--- config.mk ---
export PLATFORM = sky130hd
export DESIGN_NAME = sample_in_ball_shuffler
export DESIGN_NICKNAME = d
export VERILOG_FILES = /design/src/common/sib_pkg.sv /design/src/sample_in_ball/sample_in_ball_shuffler.sv
export SDC_FILE = /design/constraint.sdc
export NUM_CORES = 1
export LEC_CHECK = 0
export ABC_AREA = 0
export BUFFER_PORTS_ARGS = -buffer_cell sky130_fd_sc_hd__buf_2
export CORE_AREA = 2 2 156 158
export DETAILED_ROUTE_END_ITERATION = 10
export DIE_AREA = 0 0 158 160
export PLACE_DENSITY = 0.51
export SETUP_SLACK_MARGIN = 0.02
export SKIP_CTS_REPAIR_TIMING = 1
export SLEW_MARGIN = 20
export SYNTH_ARGS = -nofsm -noshare
export SYNTH_HDL_FRONTEND = slang
export SYNTH_SLANG_ARGS = --single-unit
--- constraint.sdc ---
create_clock -name clk -period 2.1 [get_ports clk]
set_input_delay 0.42 -clock clk [delete_from_list [all_inputs] [get_ports clk]]
set_output_delay 0.42 -clock clk [all_outputs]
set_load 0.05 [all_outputs]
--- src/common/sib_pkg.sv ---
//############################
// SampleInBall shared sizes, modulus
// and state encodings
//############################

package sib_pkg;

  // Input stream shape, four bytes per word
  localparam int SIB_NUM_SAMPLERS = 4;
  localparam int SIB_SAMPLE_W     = 8;

  // Challenge polynomial
  localparam int SIB_TAU       = 60;
  localparam int SIB_NUM_COEFF = 256;

  // ML-DSA modulus and coefficient width
  localparam int MLDSA_Q     = 8380417;
  localparam int SIB_COEFF_W = 23;

  // Coefficient memory geometry
  localparam int SIB_COEFFS_PER_WORD = 4;
  localparam int SIB_MEM_ADDR_W      = 6;

  // Controller phases
  typedef enum logic [1:0] {
    SIB_IDLE,
    SIB_SIGN_BUFFER,
    SIB_ACTIVE,
    SIB_DONE
  } sib_fsm_state_e;

  // Shuffler read-modify-write phases
  typedef enum logic {
    SHUF_READ,
    SHUF_WRITE
  } sib_shuf_state_e;

endpackage
--- src/sample_in_ball/sample_in_ball_shuffler.sv ---
//############################
// SampleInBall shuffler
// Two-cycle swap of coefficients i and j
//############################

module sample_in_ball_shuffler (
  input  logic                                clk,
  input  logic                                rst_b,
  input  logic                                zeroize_i,
  input  logic                                valid_i,
  input  logic [sib_pkg::SIB_SAMPLE_W-1:0]    index_i_i,
  input  logic [sib_pkg::SIB_SAMPLE_W-1:0]    index_j_i,
  input  logic                                sign_i,
  input  logic [1:0][sib_pkg::SIB_COEFFS_PER_WORD-1:0][sib_pkg::SIB_COEFF_W-1:0] rddata_i,
  output logic                                hold_o,
  output logic [1:0]                          cs_o,
  output logic [1:0]                          we_o,
  output logic [1:0][sib_pkg::SIB_MEM_ADDR_W-1:0] addr_o,
  output logic [1:0][sib_pkg::SIB_COEFFS_PER_WORD-1:0][sib_pkg::SIB_COEFF_W-1:0] wrdata_o
);
  import sib_pkg::*;

  sib_shuf_state_e shuf_ps;

  logic                                   accept;
  logic [SIB_SAMPLE_W-1:0]                idx_i_q;
  logic [SIB_SAMPLE_W-1:0]                idx_j_q;
  logic                                   sign_q;
  logic [SIB_MEM_ADDR_W-1:0]              word_i_q;
  logic [SIB_MEM_ADDR_W-1:0]              word_j_q;
  logic [$clog2(SIB_COEFFS_PER_WORD)-1:0] lane_i_q;
  logic [$clog2(SIB_COEFFS_PER_WORD)-1:0] lane_j_q;
  logic                                   same_word;
  logic [SIB_COEFF_W-1:0]                 old_j;
  logic [SIB_COEFF_W-1:0]                 sign_val;
  logic [SIB_COEFFS_PER_WORD-1:0][SIB_COEFF_W-1:0] wr_word_i;
  logic [SIB_COEFFS_PER_WORD-1:0][SIB_COEFF_W-1:0] wr_word_j;

  assign accept = (shuf_ps == SHUF_READ) & valid_i;
  assign hold_o = (shuf_ps == SHUF_WRITE);

  always_ff @(posedge clk or negedge rst_b) begin
    if (!rst_b) begin
      shuf_ps <= SHUF_READ;
    end else if (zeroize_i) begin
      shuf_ps <= SHUF_READ;
    end else if (accept) begin
      shuf_ps <= SHUF_WRITE;
    end else begin
      shuf_ps <= SHUF_READ;
    end
  end

  always_ff @(posedge clk) begin
    if (accept) begin
      idx_i_q <= index_i_i;
      idx_j_q <= index_j_i;
      sign_q  <= sign_i;
    end
  end

  assign {word_i_q, lane_i_q} = idx_i_q;
  assign {word_j_q, lane_j_q} = idx_j_q;
  assign same_word = (word_i_q == word_j_q);

  // Old c[j] comes from the port 1 read
  assign old_j    = rddata_i[1][lane_j_q];
  assign sign_val = sign_q ? SIB_COEFF_W'(MLDSA_Q - 1) : SIB_COEFF_W'(1);

  // j lane goes last so i == j ends up holding the sign value
  always_comb begin
    wr_word_i = rddata_i[0];
    wr_word_j = rddata_i[1];
    wr_word_i[lane_i_q] = old_j;
    if (same_word) begin
      wr_word_j[lane_i_q] = old_j;
    end
    wr_word_j[lane_j_q] = sign_val;
  end

  assign wrdata_o[0] = wr_word_i;
  assign wrdata_o[1] = wr_word_j;

  always_comb begin
    if (hold_o) begin
      // Shared word is written once on port 1
      cs_o      = same_word ? 2'b10 : 2'b11;
      we_o      = cs_o;
      addr_o[0] = word_i_q;
      addr_o[1] = word_j_q;
    end else begin
      cs_o      = {2{valid_i}};
      we_o      = 2'b00;
      addr_o[0] = index_i_i[SIB_SAMPLE_W-1 -: SIB_MEM_ADDR_W];
      addr_o[1] = index_j_i[SIB_SAMPLE_W-1 -: SIB_MEM_ADDR_W];
    end
  end

  // Fisher-Yates never swaps with a j above i
  a_j_not_above_i: assert property (@(posedge clk) disable iff (!rst_b)
    hold_o |-> (idx_j_q <= idx_i_q));

endmodule

==> Implementation_results.wiki <==
{| class="wikitable"
! Metric !! Value
|-
| TritonCTS buffer count || 3
|-
| Post-route core utilization || 0.532
|-
| CTS sink count || 18
|-
| Routed WL per cell || 22.9 um
|-
| Final number of setup-violating endpoints || around 190
|-
| Vias in the first global route || between 6,000 and 7,000
|-
| Share of layout cells above drive strength 1 || 0.871
|-
| Clk Latency, worst-skew pair || 0.25 ns
|-
| Critical path's slowest cell || edfxtp_1
|-
| Residual overflow from global routing || 0
|-
| First-pass GRT wire length || 40.3 mm
|-
| Count of antenna-violating nets left after detailed routing || 0
|-
| Synth Flop Type || edfxtp_1
|-
| Pin count of the biggest net entering global routing || 50
|-
| Vias || 7,320
|-
| Critical path cell sequence || xor2_4 > buf_12 > or3_4 > nor2_4 > clkbuf_16 > a311oi_4 > buf_12
|-
| Clock root buffer || clkbuf_16
|-
| Worst stage delay on the critical path || 0.47 ns
|-
| Number of rows in the core area || 57
|-
| TritonCTS clock tree || built
|-
| Syn Nets || just under 800
|-
| Synthesized area per cell || 7.79 sq um
|-
| Routability congestion estimate from global placement || 0.833
|-
| Unrepaired setup endpoints after global routing || true
|-
| Layout area overhead || 184%
|-
| Final Routed Wirelength || 32.7 mm
|-
| Core Footprint || 0.0238 sq mm
|-
| Number of antenna violations at the first check in global routing || 5
|-
| Number of DRC violations after detailed-routing iteration 0 || 311
|-
| Type of the setup path with the least slack || reg -> out
|-
| Post-placement setup slack || -0.534 ns
|-
| Max cap viols || 0
|-
| Post-Synthesis Cell Area || 0.00447 sq mm
|-
| Clock transition at path regs || 0.05 ns
|-
| Worst slew slack as a fraction of its limit || 0.551
|-
| Leakage dissipation || 5.11 nW
|-
| Worst slack on hold paths || between 0.3 and 0.4 ns
|-
| Time the final worst path needs with I/O delays and setup || 2.68 ns
|-
| Type of the worst min-delay path || in -> reg
|-
| Floorplan die height || 160 um
|-
| Type of element launching the critical path || flip-flop
|-
| Post-layout total power || 5.25 mW
|-
| Crit path max-delay family || simple AND/OR/NAND/NOR gates
|-
| Starting density of the core || 0.188
|-
| Crit-path max FO || 7
|-
| Maximum count of clock buffers along a single path || 2
|-
| Maximum ir drop on the vdd rail || 0.586 mV
|-
| Highest attainable clock frequency || 0.374 GHz
|-
| Data required time at the worst endpoint || 1.68 ns
|-
| Fraction of post-synthesis cell area in the top cell type by area || 0.179
|-
| Number of vias per cell || ~5.1
|-
| Worst EP arrival || 2.26 ns
|-
| Largest area contributor in the netlist || mux2_2
|-
| Post-detail-place hpwl || between 20 and 25 mm
|-
| Number of cells produced by synthesis || 574
|-
| Area of the die || between 0.02 and 0.03 sq mm
|-
| Fin crit share || 1.27
|-
| Hold path depth || 2
|-
| Number of distinct library cell variants in the gate-level netlist after synthesis || 39
|-
| Syn. warnings || 0
|-
| CTS H-tree depth || 1
|-
| Cell count along the critical path || 7
|-
| Most instantiated library cell after synthesis || mux2_2
|-
| Worst-margin pin slew || 0.672 ns
|-
| Sequential-to-total area share from yosys stat || 0.120
|-
| Number of max-slew violations in the final report || 0
|-
| Placed inst area || 0.00928 sq mm
|-
| Result of the run || finished, violations left
|-
| Crit-path most repeated cell || buf_12
|-
| Fillcell total || around 2,100
|-
| Post-Route Skew || approximately 0.0026 ns
|-
| DRC Markers || 0
|-
| Register bit total from synthesis || 18
|-
| Hold violation total from the final report || 0
|-
| Number of port buffers || roughly 410
|-
| Cell depth of the worst flop-to-flop path || 2
|-
| Async SR Flop Fraction || 0.0556
|-
| # IOs || 406
|-
| Violated checks || negative setup slack
|-
| PwrDens || 414 mW/mm^2
|-
| Width of the die || 158 um
|-
| Endpoint class of the critical path || primary output
|-
| Count of buffer and inverter cells on the critical path || 3
|-
| Final net count || 1,302
|-
| Pre-antenna DRT Iters || 7
|-
| Leading post-synthesis cells by cell area || mux2_2 (18%), edfxtp_1 (11%), a211oi_1 (6.7%)
|-
| Final design instance area without fill || 0.0127 sq mm
|-
| All-layer global routing usage || 0.207
|-
| Worst setup slack after layout || -0.577 ns
|-
| EDFF count, synth || 17
|-
| Commonest cells in the netlist || mux2_2 (71), nand2_1 (61), a21oi_1 (49), nand3_1 (48), o21ai_0 (47)
|}
==> path summary, 6_finish.rpt <==
| kind | startpoint | endpoint | slack (ns) |
|---|---|---|---|
| worst max-delay path | idx_j_q[5] | wrdata_o[175] | -0.58 |
| worst min-delay path | zeroize_i | hold_o | 0.32 |
| worst max register to register | hold_o | idx_i_q[1] | 0.80 |
| worst min register to register | hold_o | hold_o | 1.07 |
| max in group asynchronous | rst_b | hold_o | 1.53 |
| min in group asynchronous | rst_b | hold_o | 0.48 |
==> cell usage in the layout (no fill, tap or decap), drive strengths merged, types with 3 or more instances in the layout <==
| cell | synthesis | final |
|---|---|---|
| mux2 | 71 | 71 |
| a21oi | 49 | 49 |
| buf | 40 | 581 |
| or3 | 5 | 5 |
| a211oi | 40 | 40 |
| mux4 | 12 | 12 |
| edfxtp | 17 | 17 |
| a311o | 3 | 3 |
| nand2 | 61 | 61 |
| clkbuf | 33 | 12 |
| xnor2 | 4 | 4 |
| o21ai | 103 | 103 |
| diode | 0 | 3 |
| nor3 | 4 | 4 |
| nand3 | 48 | 48 |
| nor4 | 3 | 3 |
| mux2i | 12 | 12 |
| nand2b | 4 | 4 |
| a311oi | 40 | 40 |
| or2 | 3 | 3 |
| nor2 | 9 | 9 |
==> sequential cells by signal, summed over array words and instances, names as in the netlist <==
name and flops:
sign_q 1, idx_j_q 8, hold_o 1, idx_i_q 8
==> per-layer routing <==
metal  track usage  routed length (um)  vias to the layer above
met1         0.268               13200                     3619
li1              -                   -                     3302
met3        0.0315                2120                       54
met5             0                  27                        -
met2         0.360               16500                      341
met4        0.0487                 798                        4
==> logic make-up (layout without fill, tap and decap cells) <==
kind of cell | after synthesis | after routing | synth area share
other cells | 0 | 3 | 0
simple gates | 145 | 145 | 0.167
xor+xnor | 6 | 6 | 0.0202
flops | 18 | 18 | 0.120
mux | 95 | 95 | 0.266
buf+inv | 73 | 595 | 0.0778
compound gates | 237 | 237 | 0.349
==> stage by stage <==
stage	setup TNS, ns	instances
floorplan	-15.86	574
global placement	-38.49	1340
detailed placement	-43.27	1340
CTS	-93.17	1344
global route	-81.90	1422
finish	-71.84	1423
==> report_power, final <==
part	internal (mW)	switching, mW	total [mW]
clock network	0.253	0.126	0.379
logic	1.80	2.62	4.42
registers	0.419	0.0279	0.447
total	2.47	2.77	5.25
==> worst register-to-register path, cell delays in order, from the launching register on <==
cell and delay (ns):
dfrtp_2 0.55, nor2b_4 0.17, buf_4 0.26
==> final cells by class <==
cell class,count,area [sq um],area share
clock buffers,3,75.1,0.00592
multi-input cells,483,6070,0.479
diodes,3,7.51,0.000592
repair buffers,591,5580,0.440
well taps,324,405,0.0320
clock inverters,1,3.75,0.000296
flip-flops and latches,18,537,0.0424
No activity file was read; power rests on OpenSTA's default activity.
