### config.mk
export PLATFORM = sky130hd
export DESIGN_NAME = sample_in_ball_ctrl
export DESIGN_NICKNAME = d
export VERILOG_FILES = /design/src/common/sib_pkg.sv /design/src/sample_in_ball/sample_in_ball_ctrl.sv
export SDC_FILE = /design/constraint.sdc
export NUM_CORES = 1
export LEC_CHECK = 0
export BUFFER_PORTS_ARGS = -buffer_cell sky130_fd_sc_hd__buf_2
export CAP_MARGIN = 20
export CORE_UTILIZATION = 45
export CTS_CLUSTER_DIAMETER = 120
export DETAILED_ROUTE_END_ITERATION = 10
export GPL_ROUTABILITY_DRIVEN = 0
export SKIP_LAST_GASP = 1
export SLEW_MARGIN = 25
export SYNTH_ARGS = -nofsm -noshare
export SYNTH_HDL_FRONTEND = slang
export SYNTH_SLANG_ARGS = --single-unit
### constraint.sdc
create_clock -name clk -period 3.2 [get_ports clk]
set_input_delay 0.64 -clock clk [delete_from_list [all_inputs] [get_ports clk]]
set_output_delay 0.64 -clock clk [all_outputs]
set_load 0.01 [all_outputs]
### src/common/sib_pkg.sv
//############################
// SampleInBall shared sizes, modulus
// and state encodings
//############################

package sib_pkg;

  // Input stream shape, four bytes per word
  localparam int SIB_NUM_SAMPLERS = 4;
  localparam int SIB_SAMPLE_W     = 8;

  // Challenge polynomial
  localparam int SIB_TAU       = 60;
  localparam int SIB_NUM_COEFF = 256;

  // ML-DSA modulus and coefficient width
  localparam int MLDSA_Q     = 8380417;
  localparam int SIB_COEFF_W = 23;

  // Coefficient memory geometry
  localparam int SIB_COEFFS_PER_WORD = 4;
  localparam int SIB_MEM_ADDR_W      = 6;

  // Controller phases
  typedef enum logic [1:0] {
    SIB_IDLE,
    SIB_SIGN_BUFFER,
    SIB_ACTIVE,
    SIB_DONE
  } sib_fsm_state_e;

  // Shuffler read-modify-write phases
  typedef enum logic {
    SHUF_READ,
    SHUF_WRITE
  } sib_shuf_state_e;

endpackage
### src/sample_in_ball/sample_in_ball_ctrl.sv
//############################
// SampleInBall controller
// Sign buffering, rejection sampling, phase FSM
//############################

module sample_in_ball_ctrl (
  input  logic                                                          clk,
  input  logic                                                          rst_b,
  input  logic                                                          zeroize_i,
  input  logic                                                          data_valid_i,
  input  logic [sib_pkg::SIB_NUM_SAMPLERS-1:0][sib_pkg::SIB_SAMPLE_W-1:0] data_i,
  input  logic                                                          shuf_hold_i,
  output logic                                                          data_hold_o,
  output logic                                                          done_o,
  output logic                                                          shuf_valid_o,
  output logic [sib_pkg::SIB_SAMPLE_W-1:0]                              index_i_o,
  output logic [sib_pkg::SIB_SAMPLE_W-1:0]                              index_j_o,
  output logic                                                          sign_o
);
  import sib_pkg::*;

  sib_fsm_state_e fsm_ps;
  sib_fsm_state_e fsm_ns;

  logic [SIB_NUM_SAMPLERS*SIB_SAMPLE_W-1:0] data_word;
  logic [SIB_TAU-1:0]                  sign_buffer;
  logic [SIB_SAMPLE_W-1:0]             rej_value;
  logic [SIB_NUM_SAMPLERS-1:0]         sample_mask;
  logic [SIB_NUM_SAMPLERS-1:0]         sample_mask_d;
  logic [SIB_NUM_SAMPLERS-1:0]         sample_ok;
  logic                                index_found;
  logic [$clog2(SIB_NUM_SAMPLERS)-1:0] valid_index;
  logic                                active;
  logic                                scan_hold;
  logic                                accept;
  logic                                last_sample;

  assign data_word = data_i;

  // One rejection compare per unmasked byte
  always_comb begin
    for (int k = 0; k < SIB_NUM_SAMPLERS; k++) begin
      sample_ok[k] = sample_mask[k] & (data_i[k] <= rej_value);
    end
  end

  // First acceptable byte; everything up to it counts as examined
  always_comb begin
    index_found   = 1'b0;
    valid_index   = '0;
    sample_mask_d = sample_mask;
    for (int k = 0; k < SIB_NUM_SAMPLERS; k++) begin
      if (!index_found && sample_mask[k]) begin
        sample_mask_d[k] = 1'b0;
        if (sample_ok[k]) begin
          index_found = 1'b1;
          valid_index = k[$clog2(SIB_NUM_SAMPLERS)-1:0];
        end
      end
    end
  end

  assign active       = (fsm_ps == SIB_ACTIVE) & data_valid_i;
  assign shuf_valid_o = active & index_found;
  assign accept       = shuf_valid_o & ~shuf_hold_i;

  // Bytes after the selected one still need a look
  assign scan_hold   = index_found & (valid_index != '1);
  assign data_hold_o = active & (shuf_hold_i | scan_hold);

  assign last_sample = accept & (&rej_value);
  assign done_o      = (fsm_ps == SIB_DONE);

  assign index_i_o = rej_value;
  assign index_j_o = data_i[valid_index];
  assign sign_o    = sign_buffer[0];

  always_comb begin
    fsm_ns = fsm_ps;
    unique case (fsm_ps)
      SIB_IDLE: begin
        if (data_valid_i) fsm_ns = SIB_SIGN_BUFFER;
      end
      SIB_SIGN_BUFFER: begin
        if (data_valid_i) fsm_ns = SIB_ACTIVE;
      end
      SIB_ACTIVE: begin
        if (last_sample) fsm_ns = SIB_DONE;
      end
      SIB_DONE: begin
        fsm_ns = SIB_DONE;
      end
      default: begin
        fsm_ns = SIB_IDLE;
      end
    endcase
  end

  always_ff @(posedge clk or negedge rst_b) begin
    if (!rst_b) begin
      fsm_ps <= SIB_IDLE;
    end else if (zeroize_i) begin
      fsm_ps <= SIB_IDLE;
    end else begin
      fsm_ps <= fsm_ns;
    end
  end

  // Low word fills bits 0-31 and the second word the top 28 bits
  always_ff @(posedge clk or negedge rst_b) begin
    if (!rst_b) begin
      sign_buffer <= '0;
    end else if (zeroize_i) begin
      sign_buffer <= '0;
    end else if ((fsm_ps == SIB_IDLE) && data_valid_i) begin
      sign_buffer[SIB_NUM_SAMPLERS*SIB_SAMPLE_W-1:0] <= data_word;
    end else if ((fsm_ps == SIB_SIGN_BUFFER) && data_valid_i) begin
      sign_buffer[SIB_TAU-1:SIB_NUM_SAMPLERS*SIB_SAMPLE_W] <=
        data_word[SIB_TAU-SIB_NUM_SAMPLERS*SIB_SAMPLE_W-1:0];
    end else if (accept) begin
      sign_buffer <= sign_buffer >> 1;
    end
  end

  // Starts at 256 - TAU and steps once per accepted sample
  always_ff @(posedge clk or negedge rst_b) begin
    if (!rst_b) begin
      rej_value <= SIB_SAMPLE_W'(SIB_NUM_COEFF - SIB_TAU);
    end else if (zeroize_i) begin
      rej_value <= SIB_SAMPLE_W'(SIB_NUM_COEFF - SIB_TAU);
    end else if (accept) begin
      rej_value <= rej_value + 1'b1;
    end
  end

  // Reopen all bytes whenever a fresh word arrives
  always_ff @(posedge clk or negedge rst_b) begin
    if (!rst_b) begin
      sample_mask <= '1;
    end else if (zeroize_i || (fsm_ps != SIB_ACTIVE)) begin
      sample_mask <= '1;
    end else if (active && !data_hold_o) begin
      sample_mask <= '1;
    end else if (accept) begin
      sample_mask <= sample_mask_d;
    end
  end

  // All sign bits used up and the counter wrapped past 255
  a_done_consumed: assert property (@(posedge clk) disable iff (!rst_b)
    (fsm_ps == SIB_DONE) |-> ((sign_buffer == '0) && (rej_value == '0)));

endmodule

==> results of run 1 <==
==> worst register-to-register path: cells and delay by family, from the launching register on <==
family          cells  cell delay (ns)
compound gates      5             1.05
buf+inv             5             0.95
flops               1             0.57
fa+ha+maj           1             0.35
simple gates        2             0.13
==> cell type report <==
type / count / area [sq um] / share of cell area, %
Timing Repair Buffer: 87 / 601 / 11.0
Inverter: 14 / 60.1 / 1.10
Tap cell: 133 / 166 / 3.04
Clock inverter: 5 / 55.1 / 1.01
Sequential cell: 74 / 1860 / 34.0
Multi-Input combinational cell: 415 / 2580 / 47.2
Clock buffer: 11 / 141 / 2.58
==> Yosys cell counts, types with 2 or more instances <==
library cell | count | area, sq um
a221oi_1 | 4 | 35.0
a211oi_1 | 3 | 22.5
nand2b_1 | 4 | 25.0
o21ai_1 | 2 | 10.0
nand3_1 | 9 | 45.0
nor2_1 | 22 | 82.6
o21ai_0 | 64 | 320
o31ai_2 | 2 | 25.0
dfstp_2 | 7 | 184
and3_1 | 3 | 18.8
buf_6 | 4 | 45.0
o211ai_1 | 3 | 22.5
nand4_1 | 10 | 62.6
o31ai_1 | 2 | 15.0
o221ai_1 | 8 | 70.1
clkbuf_1 | 21 | 78.8
buf_4 | 2 | 15.0
buf_2 | 7 | 35.0
nor2b_1 | 5 | 31.3
dfrtp_1 | 67 | 1680
o31a_1 | 3 | 26.3
a21oi_1 | 84 | 420
or3_1 | 5 | 31.3
ha_1 | 33 | 413
a31oi_1 | 32 | 200
buf_1 | 5 | 18.8
and2_1 | 2 | 12.5
a21o_1 | 3 | 22.5
nand2_1 | 102 | 383
inv_1 | 14 | 52.6
==> per-layer routing <==
layer	routed length (um)	GRT usage, %
met1	6180	38.3
met4	172	6.48
met5	0	0
met2	6400	45.0
met3	852	5.47
==> layout by cell type, fill, tap and decap left out, types with 4 or more instances in the layout <==
cell type   netlist  routed
a21oi_1          84      78
a21oi_2           0       5
a221oi_1          4       4
a31oi_1          32      32
buf_12            0       4
buf_2             7      55
buf_4             2      23
buf_6             4       4
clkbuf_8          0      10
clkinvlp_4        0       4
dfrtp_1          67      65
dfstp_2           7       7
ha_1             33      30
inv_1            14       9
nand2_1         102     100
nand2b_1          4       4
nand3_1           9       7
nand4_1          10      10
nor2_1           22      19
nor2b_1           5       5
o21ai_0          64      63
o221ai_2          0       5
==> kinds of logic (layout without fill, tap and decap cells) <==
group                    after synthesis  after routing  share of synthesized area [%]
buffers and inverters                 53            117                           5.44
AO/OA/AOI/OAI                        216            216                           28.0
AND/OR/NAND/NOR                      164            164                           15.7
adder cells (fa/ha/maj)               33             33                           9.16
flip-flops                            74             74                           41.3
XOR/XNOR                               2              2                          0.389
==> sequential cells by signal (all words and copies together) (netlist names) <==
name         cells
fsm_ps           2
sign_buffer     60
index_i_o        8
sample_mask      4
==> through the flow <==
stage	hold slack, ns	cell area [sq um]	setup slack, ns
3_3_place_gp	0.504	4970	0.0512
2_1_floorplan	0.344	4510	0.222
3_5_place_dp	0.512	4970	-0.0185
6_report	0.303	5470	-0.259
4_1_cts	0.476	5290	-0.161
5_1_grt	0.355	5470	-0.406
==> power breakdown <==
group | total [W] | internal, W | leakage, nW | switching [W]
Combinational | 0.000450 | 0.000170 | 1.23 | 0.000279
Sequential | 0.00106 | 0.00102 | 0.968 | 0.0000479
Clock | 0.000750 | 0.000379 | 0.0953 | 0.000371
Total | 0.00226 | 0.00157 | 2.30 | 0.000698
==> timing repair <==
item / in CTS / in global routing
gates resized for setup: 16 / 26
setup buffers: 5 / 3
pin swaps: 2 / 11
setup endpoints to repair: 10 / 11
==> worst max-delay path by stage <==
| stage | slack [ns] | cells past startpoint | to |
|---|---|---|---|
| finish | -0.26 | 9 | index_j_o[5] |
| global route | -0.41 | 9 | index_j_o[6] |
| CTS | -0.16 | 9 | index_j_o[4] |
| detailed placement | -0.02 | 10 | index_j_o[4] |
| global placement | 0.05 | 10 | index_j_o[4] |
| floorplan | 0.22 | 9 | index_j_o[0] |
==> results.json, run 1 <==
{
  "status": "finished, violations left",
  "violations": "negative setup slack",
  "first_global_vias": 4144,
  "wl_per_cell_um": 18.4,
  "syn_area_sq_um": 4510,
  "ctsLongestPathBuffers": 2,
  "viasPerCell": 5.98,
  "final-hold-violation-count": 0,
  "diodes": 0,
  "async_reset_ff_share_pct": 100,
  "tritoncts": "built",
  "grt_antenna_before_repair": 0,
  "reg2reg_to": "sign_buffer[10]$_DFFE_PN0P_",
  "start_kind": "register",
  "vias": 4421,
  "initial_core_util_pct": 46.3,
  "ctsRootBufferMaster": "clkbuf_8",
  "drt-initial-drc-count": 279,
  "cts_buffers": 9,
  "synth-edff-count": 0,
  "synth_fp_nets": 612,
  "hold_class": "input pin to async pin",
  "worst_r2r_path_depth": 13,
  "regToRegStartpoint": "index_i_o[2]$_DFFE_PN1P_",
  "die_area_sq_um": 10400,
  "maxSlewViolCount": 0,
  "drtAntennaViolNets": 0,
  "finalSetupViolCount": 10,
  "cp_cell_sequence": "clkinvlp_4 -> ha_4 -> o211ai_1 -> a211o_1 -> and3_2 -> buf_4 -> a21oi_1 -> a21oi_2 -> buf_2",
  "reg2reg_slack_ns": 0.08,
  "ys_seq_area_share_pct": 41.3,
  "post-route-drc-count": 0,
  "cp.required_ns": 2.56,
  "hpwl_um": 9200,
  "slowest_delay_ns": 0.57,
  "grtUsageTotal_pct": 27.8,
  "fin_crit_ns": 3.46,
  "dp.cells": 715,
  "yosysUniqueCellTypes": 40,
  "core_area_sq_um": 9730,
  "row_count": 36,
  "crit_start": "index_i_o[2]$_DFFE_PN1P_",
  "drive_gt1_share_pct": 24.3,
  "cts_hold_buf": 0,
  "ios": 57,
  "fin_util_pct": 56.2,
  "die_w_um": 102,
  "maxCapViolations": 0,
  "fin_cells": 739,
  "fillers": 937,
  "fin_skew_ns": 0.0103,
  "worst_pin_slew_ns": 0.690,
  "synth_flop_cell": "dfrtp_1",
  "clock-sinks": 74,
  "critPathMaxFanout": 8,
  "worstPathArrival_ns": 2.82,
  "crit_slowest_cell": "dfstp_2",
  "ir_drop_mv": 0.183,
  "p_total_w": 0.00226,
  "fmax_ghz": 0.289,
  "critPathBufInv": 3,
  "fin_ws_ns": -0.259,
  "clkTransAtPathRegs_ns": 0.08,
  "grt_max_degree": 75,
  "syn_inst": 542,
  "chipHeight_um": 102,
  "port_buffers": 56,
  "fin_crit_sh_pct": 108,
  "clkLatencyLatePin_ns": 0.35,
  "yosysWarnings": 0,
  "tns_ns": -2.06,
  "synth.ff_latch_count": 74,
  "rsz0062_at_grt": "yes",
  "leakage_nw": 2.30,
  "drtPass1Iterations": 5,
  "crit_type": "register to primary output",
  "syn_area_per_cell_sq_um": 8.31,
  "drt-total-wl_um": 13600,
  "area_delta_synth_final_pct": 21.4,
  "slew_headroom_pct": 54.0,
  "endpoint_kind": "primary output",
  "cts_htree_levels": 3,
  "grt_overflow": 0,
  "grt_pass1_wl_um": 21800,
  "layout.nets": 671,
  "crit_family": "compound AO/OA/AOI/OAI gates",
  "cellPowerDensity_nw_per_um2": 414
}
Power figures use the tool's default switching activity.
==> run 2: changes to the inputs <==
--- a/config.mk
+++ b/config.mk
@@ -7,6 +7,7 @@
 export LEC_CHECK = 0
 export BUFFER_PORTS_ARGS = -buffer_cell sky130_fd_sc_hd__buf_2
 export CAP_MARGIN = 20
+export CORE_ASPECT_RATIO = 1.4
 export CORE_UTILIZATION = 45
 export CTS_CLUSTER_DIAMETER = 120
 export DETAILED_ROUTE_END_ITERATION = 10
==> results.json, run 2 (synthesized netlist as in run 1, its figures left out) <==
{
  "status": "finished, violations left",
  "violations": "negative setup slack",
  "ctsLongestPathBuffers": 2,
  "wl_per_cell_um": 19.6,
  "first_global_vias": 4321,
  "die_w_um": 86.6,
  "leakage_nw": 2.50,
  "start_kind": "register",
  "drtPass1Iterations": 5,
  "fin_skew_ns": 0.00887,
  "port_buffers": 56,
  "ir_drop_mv": 0.308,
  "final-hold-violation-count": 0,
  "grtUsageTotal_pct": 29.3,
  "p_total_w": 0.00270,
  "grt_pass1_wl_um": 22800,
  "maxCapViolations": 0,
  "viasPerCell": 5.99,
  "clkPwrFrac_pct": 42.7,
  "worst_pin_slew_ns": 0.706,
  "path_common_cell": "a21oi_2",
  "vias": 4546,
  "tns_ns": -1.36,
  "p_seq_share_pct": 39.6,
  "row_count": 42,
  "initial_core_util_pct": 46.9,
  "rsz0062_at_grt": "yes",
  "cts_htree_levels": 3,
  "ctsRootBufferMaster": "clkbuf_16",
  "maxSlewViolCount": 0,
  "fin_crit_sh_pct": 105,
  "switching_share_pct": 27.4,
  "worstPathArrival_ns": 2.73,
  "drive_gt1_share_pct": 28.4,
  "fin_crit_ns": 3.37,
  "ios": 57,
  "layout.nets": 692,
  "combPwrFrac_pct": 17.7,
  "cts_buffers": 9,
  "switching_power_w": 0.000740,
  "drtAntennaViolNets": 0,
  "crit_slowest_cell": "dfstp_2",
  "regMostFlops": "sign_buffer",
  "fin_ws_ns": -0.175,
  "critPathMaxFanout": 3,
  "area_delta_synth_final_pct": 30.3,
  "slowest_delay_ns": 0.55,
  "clkLatencyLatePin_ns": 0.34,
  "cts_hold_buf": 0,
  "slew_headroom_pct": 53.0,
  "grt_max_degree": 75,
  "largest_register_ffs": 60,
  "finalSetupViolCount": 9,
  "diodes": 0,
  "critPathBufInv": 4,
  "dpl_worst_slack_ns": 0.0495,
  "fmax_ghz": 0.296,
  "final_cell_mix": "nand2_1 (100), a21oi_1 (70), dfrtp_1 (66), o21ai_0 (62), buf_2 (56)",
  "layout_commonest_cell": "nand2_1",
  "grt_antenna_before_repair": 0,
  "hpwl_um": 9710,
  "die_area_sq_um": 10400,
  "grt_overflow": 0,
  "drt-initial-drc-count": 265,
  "core_area_sq_um": 9620,
  "post-route-drc-count": 0,
  "clkTransAtPathRegs_ns": 0.06,
  "crit_type": "register to primary output",
  "crit_family": "compound AO/OA/AOI/OAI gates",
  "cp.required_ns": 2.56,
  "tritoncts": "built",
  "hold_class": "input pin to async pin",
  "chipHeight_um": 120,
  "cellPowerDensity_nw_per_um2": 460,
  "drt-total-wl_um": 14900,
  "endpoint_kind": "primary output",
  "cp_cell_sequence": "clkinvlp_4 -> buf_12 -> ha_4 -> nand2_2 -> o21bai_4 -> a21oi_2 -> o31ai_4 -> o31a_1 -> buf_6 -> nor2_4 -> a21oi_2 -> buf_2",
  "p_int_w": 0.00196,
  "clock-sinks": 74
}
==> run 2: cell types whose count changed in the layout (fill, tap and decap cells not counted), sizes merged <==
cell	delta
buf	+18
bufinv	+2
clkbuf	+2
clkinv	+1
clkinvlp	-3
inv	+1
==> run 2: layout make-up <==
class	instances	area, sq um
Clock buffer	10	229
Clock inverter	6	105
Fill cell	872	3750
Inverter	14	56.3
Multi-Input combinational cell	415	2640
Sequential cell	74	1860
Tap cell	132	165
Timing Repair Buffer	108	817
==> run 2: routing by layer <==
layer | global-route usage [%] | vias up | wire length, um
li1 | - | 2121 | -
met1 | 37.5 | 2211 | 6200
met2 | 48.1 | 176 | 7420
met3 | 5.19 | 38 | 820
met4 | 13.1 | 0 | 444
met5 | 0 | - | 0
==> run 2: worst paths after layout <==
kind | endpoint | depth (start not counted) | slack [ns] | from
worst max register to register | index_i_o[5]$_DFFE_PN0P_ | 16 | -0.08 | index_i_o[7]$_DFFE_PN1P_
worst min register to register | sample_mask[3]$_DFFE_PN1P_ | 2 | 0.52 | sample_mask[3]$_DFFE_PN1P_
worst max-delay path | index_j_o[5] | 12 | -0.17 | index_i_o[2]$_DFFE_PN1P_
max in group asynchronous | index_i_o[5]$_DFFE_PN0P_ | 1 | 2.35 | rst_b
min in group clk | sample_mask[3]$_DFFE_PN1P_ | 2 | 0.52 | sample_mask[3]$_DFFE_PN1P_
worst min-delay path | sign_buffer[26]$_DFFE_PN0P_ | 1 | 0.33 | rst_b
==> run 2: stage by stage <==
| step | instances | instance area, sq um | hold slack (ns) | util, % |
|---|---|---|---|---|
| 6_report | 759 | 5870 | 0.331 | 61.0 |
| 5_1_grt | 759 | 5870 | 0.387 | 61.0 |
| 4_1_cts | 745 | 5540 | 0.497 | 57.6 |
| 3_5_place_dp | 721 | 5050 | 0.503 | 52.5 |
| 3_3_place_gp | 721 | 5050 | 0.506 | 52.5 |
| 2_1_floorplan | 542 | 4510 | 0.344 | - |
==> run 2: power by group through the flow <==
stage                     Combinational [W]  Clock [W]  Sequential (W)
after floorplan                    0.000251          0         0.00107
after global placement             0.000414          0         0.00108
after CTS                          0.000437    0.00116         0.00107
final                              0.000478    0.00115         0.00107
after global routing               0.000532    0.00120         0.00108
after detailed placement           0.000423          0         0.00108
==> run 2: timing repair <==
item	CTS	global route
endpoints found under the setup margin	10	71
resized for setup	20	41
pin swaps	2	8
buffers inserted	8	10
gates cloned	0	4
==> run 3: changes to the inputs <==
--- a/config.mk
+++ b/config.mk
@@ -12,6 +12,8 @@
 export CTS_CLUSTER_DIAMETER = 120
 export DETAILED_ROUTE_END_ITERATION = 10
 export GPL_ROUTABILITY_DRIVEN = 0
+export HOLD_SLACK_MARGIN = 0.12
+export REMOVE_ABC_BUFFERS = 1
 export SKIP_LAST_GASP = 1
 export SLEW_MARGIN = 25
 export SYNTH_ARGS = -nofsm -noshare
==> results.json, run 3 (synthesized netlist as in run 1, its figures left out) <==
{
  "status": "finished, violations left",
  "violations": "negative setup slack",
  "viasPerCell": 5.83,
  "fin_ws_ns": -0.0357,
  "final_cell_mix": "nand2_1 (101), a21oi_1 (71), dfrtp_1 (66), o21ai_0 (62), buf_2 (55)",
  "first_global_vias": 4186,
  "layout_commonest_cell": "nand2_1",
  "grt_pass1_wl_um": 21700,
  "maxSlewViolCount": 0,
  "drt-initial-drc-count": 322,
  "seq_area_sq_um": 1860,
  "cp_cell_sequence": "inv_1 -> ha_1 -> nand2_1 -> o21bai_1 -> a21oi_2 -> o31ai_2 -> buf_4 -> o31a_1 -> buf_6 -> nor2_2 -> a21oi_2 -> buf_2",
  "drtPass1Iterations": 4,
  "cts_hold_buf": 0,
  "post-route-drc-count": 0,
  "row_count": 42,
  "endpoint_kind": "primary output",
  "combPwrFrac_pct": 17.9,
  "fin_util_pct": 59.1,
  "ir_drop_mv": 0.272,
  "multiInputGateArea_sq_um": 2650,
  "worst_pin_slew_ns": 0.932,
  "tns_ns": -0.108,
  "cts_buffers": 9,
  "fin_skew_ns": 0.00617,
  "grt_antenna_before_repair": 0,
  "final_area_sq_um": 5680,
  "reg2reg_slack_ns": 0.20,
  "layout.nets": 683,
  "hold_class": "input pin to async pin",
  "clkPwrFrac_pct": 40.4,
  "ctsRootBufferMaster": "clkbuf_16",
  "drive_gt1_share_pct": 27.7,
  "leakage_nw": 2.40,
  "finalSetupViolCount": 8,
  "largest_register_ffs": 60,
  "slew_headroom_pct": 37.9,
  "core_area_sq_um": 9620,
  "grt_overflow": 0,
  "chipHeight_um": 120,
  "worstPathArrival_ns": 2.60,
  "clock-sinks": 74,
  "regMostFlops": "sign_buffer",
  "holdWs_ns": 0.332,
  "clkLatencyLatePin_ns": 0.34,
  "drt-total-wl_um": 13300,
  "cellPowerDensity_nw_per_um2": 449,
  "ctsLongestPathBuffers": 2,
  "fmax_ghz": 0.309,
  "hpwl_um": 9090,
  "area_delta_synth_final_pct": 26.2,
  "grtUsageTotal_pct": 27.4,
  "fin_crit_sh_pct": 101,
  "crit_slowest_cell": "dfrtp_1",
  "switching_power_w": 0.000720,
  "reg2reg_to": "sign_buffer[6]$_DFFE_PN0P_",
  "maxCapViolations": 0,
  "grt_max_degree": 75,
  "tritoncts": "built",
  "final-hold-violation-count": 0,
  "wl_per_cell_um": 17.7,
  "port_buffers": 56,
  "initial_core_util_pct": 46.9,
  "ios": 57,
  "rsz0062_at_grt": "yes",
  "p_seq_share_pct": 41.8,
  "place_area_sq_um": 5060,
  "switching_share_pct": 28.2,
  "cts_htree_levels": 3,
  "fillers": 893,
  "slowest_delay_ns": 0.38,
  "cp.required_ns": 2.56,
  "die_area_sq_um": 10400,
  "critPathMaxFanout": 8,
  "start_kind": "register",
  "path_common_cell": "a21oi_2",
  "worst_r2r_path_depth": 13,
  "clkTransAtPathRegs_ns": 0.06,
  "regToRegStartpoint": "index_i_o[2]$_DFFE_PN1P_",
  "p_total_w": 0.00255,
  "vias": 4372,
  "crit_type": "register to primary output",
  "drtAntennaViolNets": 0,
  "p_int_w": 0.00183,
  "diodes": 0,
  "fin_crit_ns": 3.24,
  "die_w_um": 86.6
}
==> run 3: cell types whose count changed in the layout (fill, tap and decap cells not counted), moves of 3 or more <==
cell	delta
o221ai_1	-6
nor2_2	+5
nor2_4	-5
buf_12	-4
o221ai_4	+4
clkbuf_16	-3
inv_2	-3
inv_4	+3
==> run 3: worst max-delay path by stage <==
| stage | from | cells after the start | endpoint | slack, ns |
|---|---|---|---|---|
| 6_report | index_i_o[3]$_DFFE_PN0P_ | 12 | index_j_o[4] | -0.04 |
| 5_1_grt | index_i_o[3]$_DFFE_PN0P_ | 12 | index_j_o[4] | -0.14 |
| 4_1_cts | index_i_o[3]$_DFFE_PN0P_ | 12 | index_j_o[6] | -0.0003 |
| 3_5_place_dp | data_i[25] | 10 | index_j_o[1] | 0.004 |
| 3_3_place_gp | data_i[29] | 9 | index_j_o[1] | 0.03 |
| 2_1_floorplan | data_i[1] | 8 | index_i_o[3]$_DFFE_PN0P_ | -0.77 |
==> run 3: power groups by stage <==
stage	clock network [W]	registers (W)	logic, W
after floorplan	0	0.00107	0.000231
after global placement	0	0.00108	0.000408
after detailed placement	0	0.00108	0.000416
after CTS	0.00105	0.00106	0.000446
after global routing	0.00109	0.00108	0.000513
final	0.00103	0.00107	0.000456
==> run 3: timing repair <==
| action | 4_1_cts | 5_1_grt |
|---|---|---|
| pin swaps | 13 | 7 |
| gates resized for setup | 40 | 18 |
| hold endpoints to repair | 0 | 0 |
| setup endpoints to repair | 10 | 10 |
| setup buffers | 6 | 1 |
==> run 3: worst max-delay path: cells and delay by family (launching register included) <==
| kind | cells | cell delay, ns |
|---|---|---|
| flip-flops | 1 | 0.38 |
| AND/OR/NAND/NOR | 2 | 0.14 |
| buffers and inverters | 4 | 0.69 |
| adder cells (fa/ha/maj) | 1 | 0.30 |
| AO/OA/AOI/OAI | 5 | 0.77 |
==> run 3: routing by layer <==
layer / vias to the layer above / GRT usage [%] / part of all wire, %
li1: 2100 / - / -
met1: 2125 / 35.9 / 44
met2: 109 / 43.4 / 49
met3: 38 / 4.44 / 3.2
met4: 0 / 13.9 / 4.1
met5: - / 0 / 0
==> run 3: stage by stage <==
step / setup slack, ns / instances
final: -0.0357 / 750
after global routing: -0.139 / 750
after CTS: -0.000302 / 749
after detailed placement: 0.00437 / 727
after global placement: 0.0283 / 727
after floorplan: -0.767 / 503
==> run 3: cell type report <==
| type | instances | area share (%) |
|---|---|---|
| Tap cell | 132 | 2.91 |
| Clock inverter | 5 | 0.924 |
| Multi-Input combinational cell | 415 | 46.6 |
| Timing Repair Buffer | 99 | 11.3 |
| Inverter | 14 | 1.06 |
| Sequential cell | 74 | 32.8 |
| Clock buffer | 11 | 4.45 |
